[src/rtl/prf_cfg.svh]
//--------------------------------------------------------------------------
// sizing of the banked register file
// bank count is a power of two and divides the register count
// requestor counts must be two or more
//--------------------------------------------------------------------------
`ifndef PRF_CFG_SVH
`define PRF_CFG_SVH

// register file geometry
`define PRF_PR_COUNT     64
`define PRF_BANK_COUNT   4

// requestors and their input queues
`define PRF_RR_COUNT     4
`define PRF_WR_COUNT     3
`define PRF_QUEUE_DEPTH  2

// ROB and datapath
`define PRF_ROB_ENTRIES  32
`define PRF_DATA_WIDTH   32

`endif

[src/rtl/req_queue.sv]
//--------------------------------------------------------------------------
// input queue for one requestor
// enq_ready never looks at enq_valid, a full queue still takes a new
// entry in the cycle its head leaves
//--------------------------------------------------------------------------
`include "prf_cfg.svh"

module req_queue #(
    parameter int WIDTH = 8
) (
    input  logic             CLK,
    input  logic             nRST,
    input  logic             enq_valid,
    input  logic [WIDTH-1:0] enq_data,
    output logic             enq_ready,
    output logic             deq_valid,
    output logic [WIDTH-1:0] deq_data,
    input  logic             deq_ready
);
    localparam int DEPTH = `PRF_QUEUE_DEPTH;
    localparam int PTR_W = (DEPTH > 1) ? $clog2(DEPTH) : 1;
    localparam int CNT_W = $clog2(DEPTH + 1);

    logic [WIDTH-1:0] mem [DEPTH];
    logic [PTR_W-1:0] wr_ptr;
    logic [PTR_W-1:0] rd_ptr;
    logic [CNT_W-1:0] count;
    logic             do_enq;
    logic             do_deq;

    function automatic logic [PTR_W-1:0] bump(logic [PTR_W-1:0] p);
        return (p == PTR_W'(DEPTH - 1)) ? '0 : p + 1'b1;
    endfunction

    assign deq_valid = (count != '0);
    assign deq_data  = mem[rd_ptr];
    assign enq_ready = (count != CNT_W'(DEPTH)) || deq_ready;
    assign do_enq    = enq_valid & enq_ready;
    assign do_deq    = deq_valid & deq_ready;

    always_ff @(posedge CLK or negedge nRST) begin
        if (!nRST) begin
            wr_ptr <= '0;
            rd_ptr <= '0;
            count  <= '0;
        end else begin
            if (do_enq) wr_ptr <= bump(wr_ptr);
            if (do_deq) rd_ptr <= bump(rd_ptr);
            count <= count + CNT_W'(do_enq) - CNT_W'(do_deq);
        end
    end

    always_ff @(posedge CLK) begin
        if (do_enq) mem[wr_ptr] <= enq_data;
    end

endmodule

[config.mk]
export PLATFORM = sky130hd
export DESIGN_NAME = req_queue
export DESIGN_NICKNAME = d
export VERILOG_FILES = /design/src/rtl/req_queue.sv
export VERILOG_INCLUDE_DIRS = /design/src /design/src/rtl
export SDC_FILE = /design/constraint.sdc
export NUM_CORES = 1
export LEC_CHECK = 0
export BUFFER_PORTS_ARGS = -buffer_cell sky130_fd_sc_hd__buf_2
export CELL_PAD_IN_SITES_DETAIL_PLACEMENT = 0
export CELL_PAD_IN_SITES_GLOBAL_PLACEMENT = 1
export CORE_ASPECT_RATIO = 0.75
export CORE_MARGIN = 5
export CORE_UTILIZATION = 43
export CTS_CLUSTER_SIZE = 12
export DETAILED_ROUTE_END_ITERATION = 7
export MAX_ROUTING_LAYER = met4
export PLACE_DENSITY = 0.87
export SLEW_MARGIN = 20
export SYNTH_ARGS = -nofsm -noshare
export SYNTH_HDL_FRONTEND = slang
export SYNTH_SLANG_ARGS = --single-unit
[constraint.sdc]
create_clock -name CLK -period 3.1 [get_ports CLK]
set_clock_uncertainty 0.15 [all_clocks]
set_input_delay 0.62 -clock CLK [delete_from_list [all_inputs] [get_ports CLK]]
set_output_delay 0.62 -clock CLK [all_outputs]
set_load 0.1 [all_outputs]
==> run metrics <==
antenna diode count=0; fillers=156; Peak Freq=0.423 GHz; final max-slew violation count=0; Max Cap Viol=0; Arrival @ worst endpoint=1.59 ns; period utilization=76.2%; net count after synthesis=60; Synth Flop Type=edfxtp_1; routed wire length=1420 um; Crit Path Class=reg -> out; GPL Wtd Cong=0.680; total grt overflow=0; CTS clock-pin slew for the worst setup and hold paths=0.11 ns; Die X=60.2 um; port bufs=21; total track usage=12.3%; post-synth top area cell=edfxtp_1; Die Ht=47.7 um; max_slew headroom=54.0%; top-count cell post-synth=edfxtp_1; initial core utilization=45.9%; CTS root buffer=clkbuf_4; Final Critical Period=2.36 ns; worst endpoint required time=2.33 ns; XOR/XNOR Fraction of Synth Area=3.23%; mux cell area share after synthesis=11.1%; H-Tree Depth=1; worst skew pair latency=0.29 ns; row cnt=13; worst-margin pin slew=0.687 ns; Post-DP HPWL=1090 um; placed cell count=88; simple-gate portion of the synthesized area=7.69%; Synth top area share=59.1%; Worst Slack Setup Final=0.738 ns; Hold Fails Final Rpt=0; Synth Area per Inst=17.7 um^2; status=finished, final reports clean; clock buffer depth=2; IO Count=22; Setup violations, final=0; vias in the first global route=483; DRC=0; top cells by area, synth=edfxtp_1 (59%), dfrtp_1 (12%), mux2_1 (11%); die area=2870 um^2; number of flops mapped to enable cells by yosys=16; Seq/Total Area, Yosys=71.4%; largest net degree at the start of global routing=13; fin nets=86; share of layout cells above drive strength 1=40.8%; Total Negative Setup Slacks=0 ns; Min-Delay Path Class=in -> reg; global-route wire length before repair=2260 um; Yosys cell types=18; cell count after synthesis=46; area grow syn2layout=23.4%; DR vias=452; Routed Antenna Nets=0; postcts setup bufs=0; CTS buffer count=3; Startpoint Class=flop; DRT Pass-1 Iters=1; drt wl/cell=15.2 um; complex-gate fraction of the synthesized area=2.00%; CTS sink cnt=20; Max FO, Critical Path=9; initial antenna violation count=0; DR iter-0 viols=0; Setup WS pre-CTS=1.01 ns; TritonCTS clock tree=built; Syn. warnings=0; FF+latch count, synth=20; Hold Crit Depth=1; Cell Count, Final, Fillers Out=93; Synth Area in Adders=3.08%; RSZ-0062 raised after global routing=false; synth cell count leaders=edfxtp_1 (16), mux2_1 (8), dfrtp_1 (4); largest family of logic cells by synthesized area=multiplexers; Async S/R FF share, synth=20.0%; final hold slack=0.354 ns; critical path capture point type=output port; vias per cell=4.86; worst reg-to-reg path cell count=8; core area=1770 um^2; synthesized area=813 um^2
[worst max-delay path: stages (launching register included)]
cell     delay, ns
dfrtp_1       0.62
mux2_1        0.37
buf_2         0.30
[cell type report]
type / count / area, um^2 / area share [%]
Sequential cell: 20 / 581 / 57.9
Clock inverter: 1 / 30.0 / 2.99
Tap cell: 22 / 27.5 / 2.74
Inverter: 2 / 7.51 / 0.748
Timing Repair Buffer: 22 / 115 / 11.5
Multi-Input combinational cell: 23 / 220 / 21.9
Clock buffer: 3 / 22.5 / 2.24
[routing by layer]
layer  share of wire [%]  track usage (%)
met3                 5.8             3.23
met5                   0                -
met2                  51             21.8
met4                 1.6             5.31
met1                  41             13.2
[per-stage QoR]
step                utilization (%)  cell area, um^2
finish                         56.6             1000
floorplan                         -              813
detailed placement             53.1              941
CTS                            56.6             1000
global placement               53.1              941
global route                   56.6             1000
[repair_timing]
item	in CTS	in global routing
resized for setup	0	0
hold buffers	1	0
hold endpoints to repair	4	0
[cell families after synthesis]
| logic type | count (synthesis) |
|---|---|
| flops | 20 |
| mux | 8 |
| compound gates | 2 |
| simple gates | 8 |
| buf+inv | 3 |
| xor+xnor | 3 |
| fa+ha+maj | 2 |
[path summary, 6_finish.rpt]
check	slack [ns]	from	end
setup reg to reg	1.33	count[0]	count[1]
setup / recovery	0.74	rd_ptr	deq_data[3]
max in group asynchronous	2.19	nRST	wr_ptr
hold reg to reg	0.40	count[1]	count[1]
hold / removal	0.35	enq_data[4]	mem[1][4]
min in group asynchronous	0.48	nRST	rd_ptr
[sequential cells by signal (all words and copies together) (netlist names)]
signal  cells
mem        16
rd_ptr      1
wr_ptr      1
count       2
[cell usage in the layout, fill, tap and decap left out]
cell,count
and3_1,1
o21a_2,1
bufinv_16,1
nand2b_1,2
xor2_1,1
nor2_1,1
edfxtp_1,16
mux2_1,8
xnor2_1,2
clkbuf_4,3
nor3b_4,1
o211ai_1,1
dlygate4sd3_1,1
buf_2,21
dfrtp_1,4
nand4bb_1,1
inv_2,1
or2_2,1
inv_1,1
ha_1,2
nand2_1,1
Power is not shown: default switching activity piles up to over one toggle a cycle in this logic, so the estimate is an artifact.
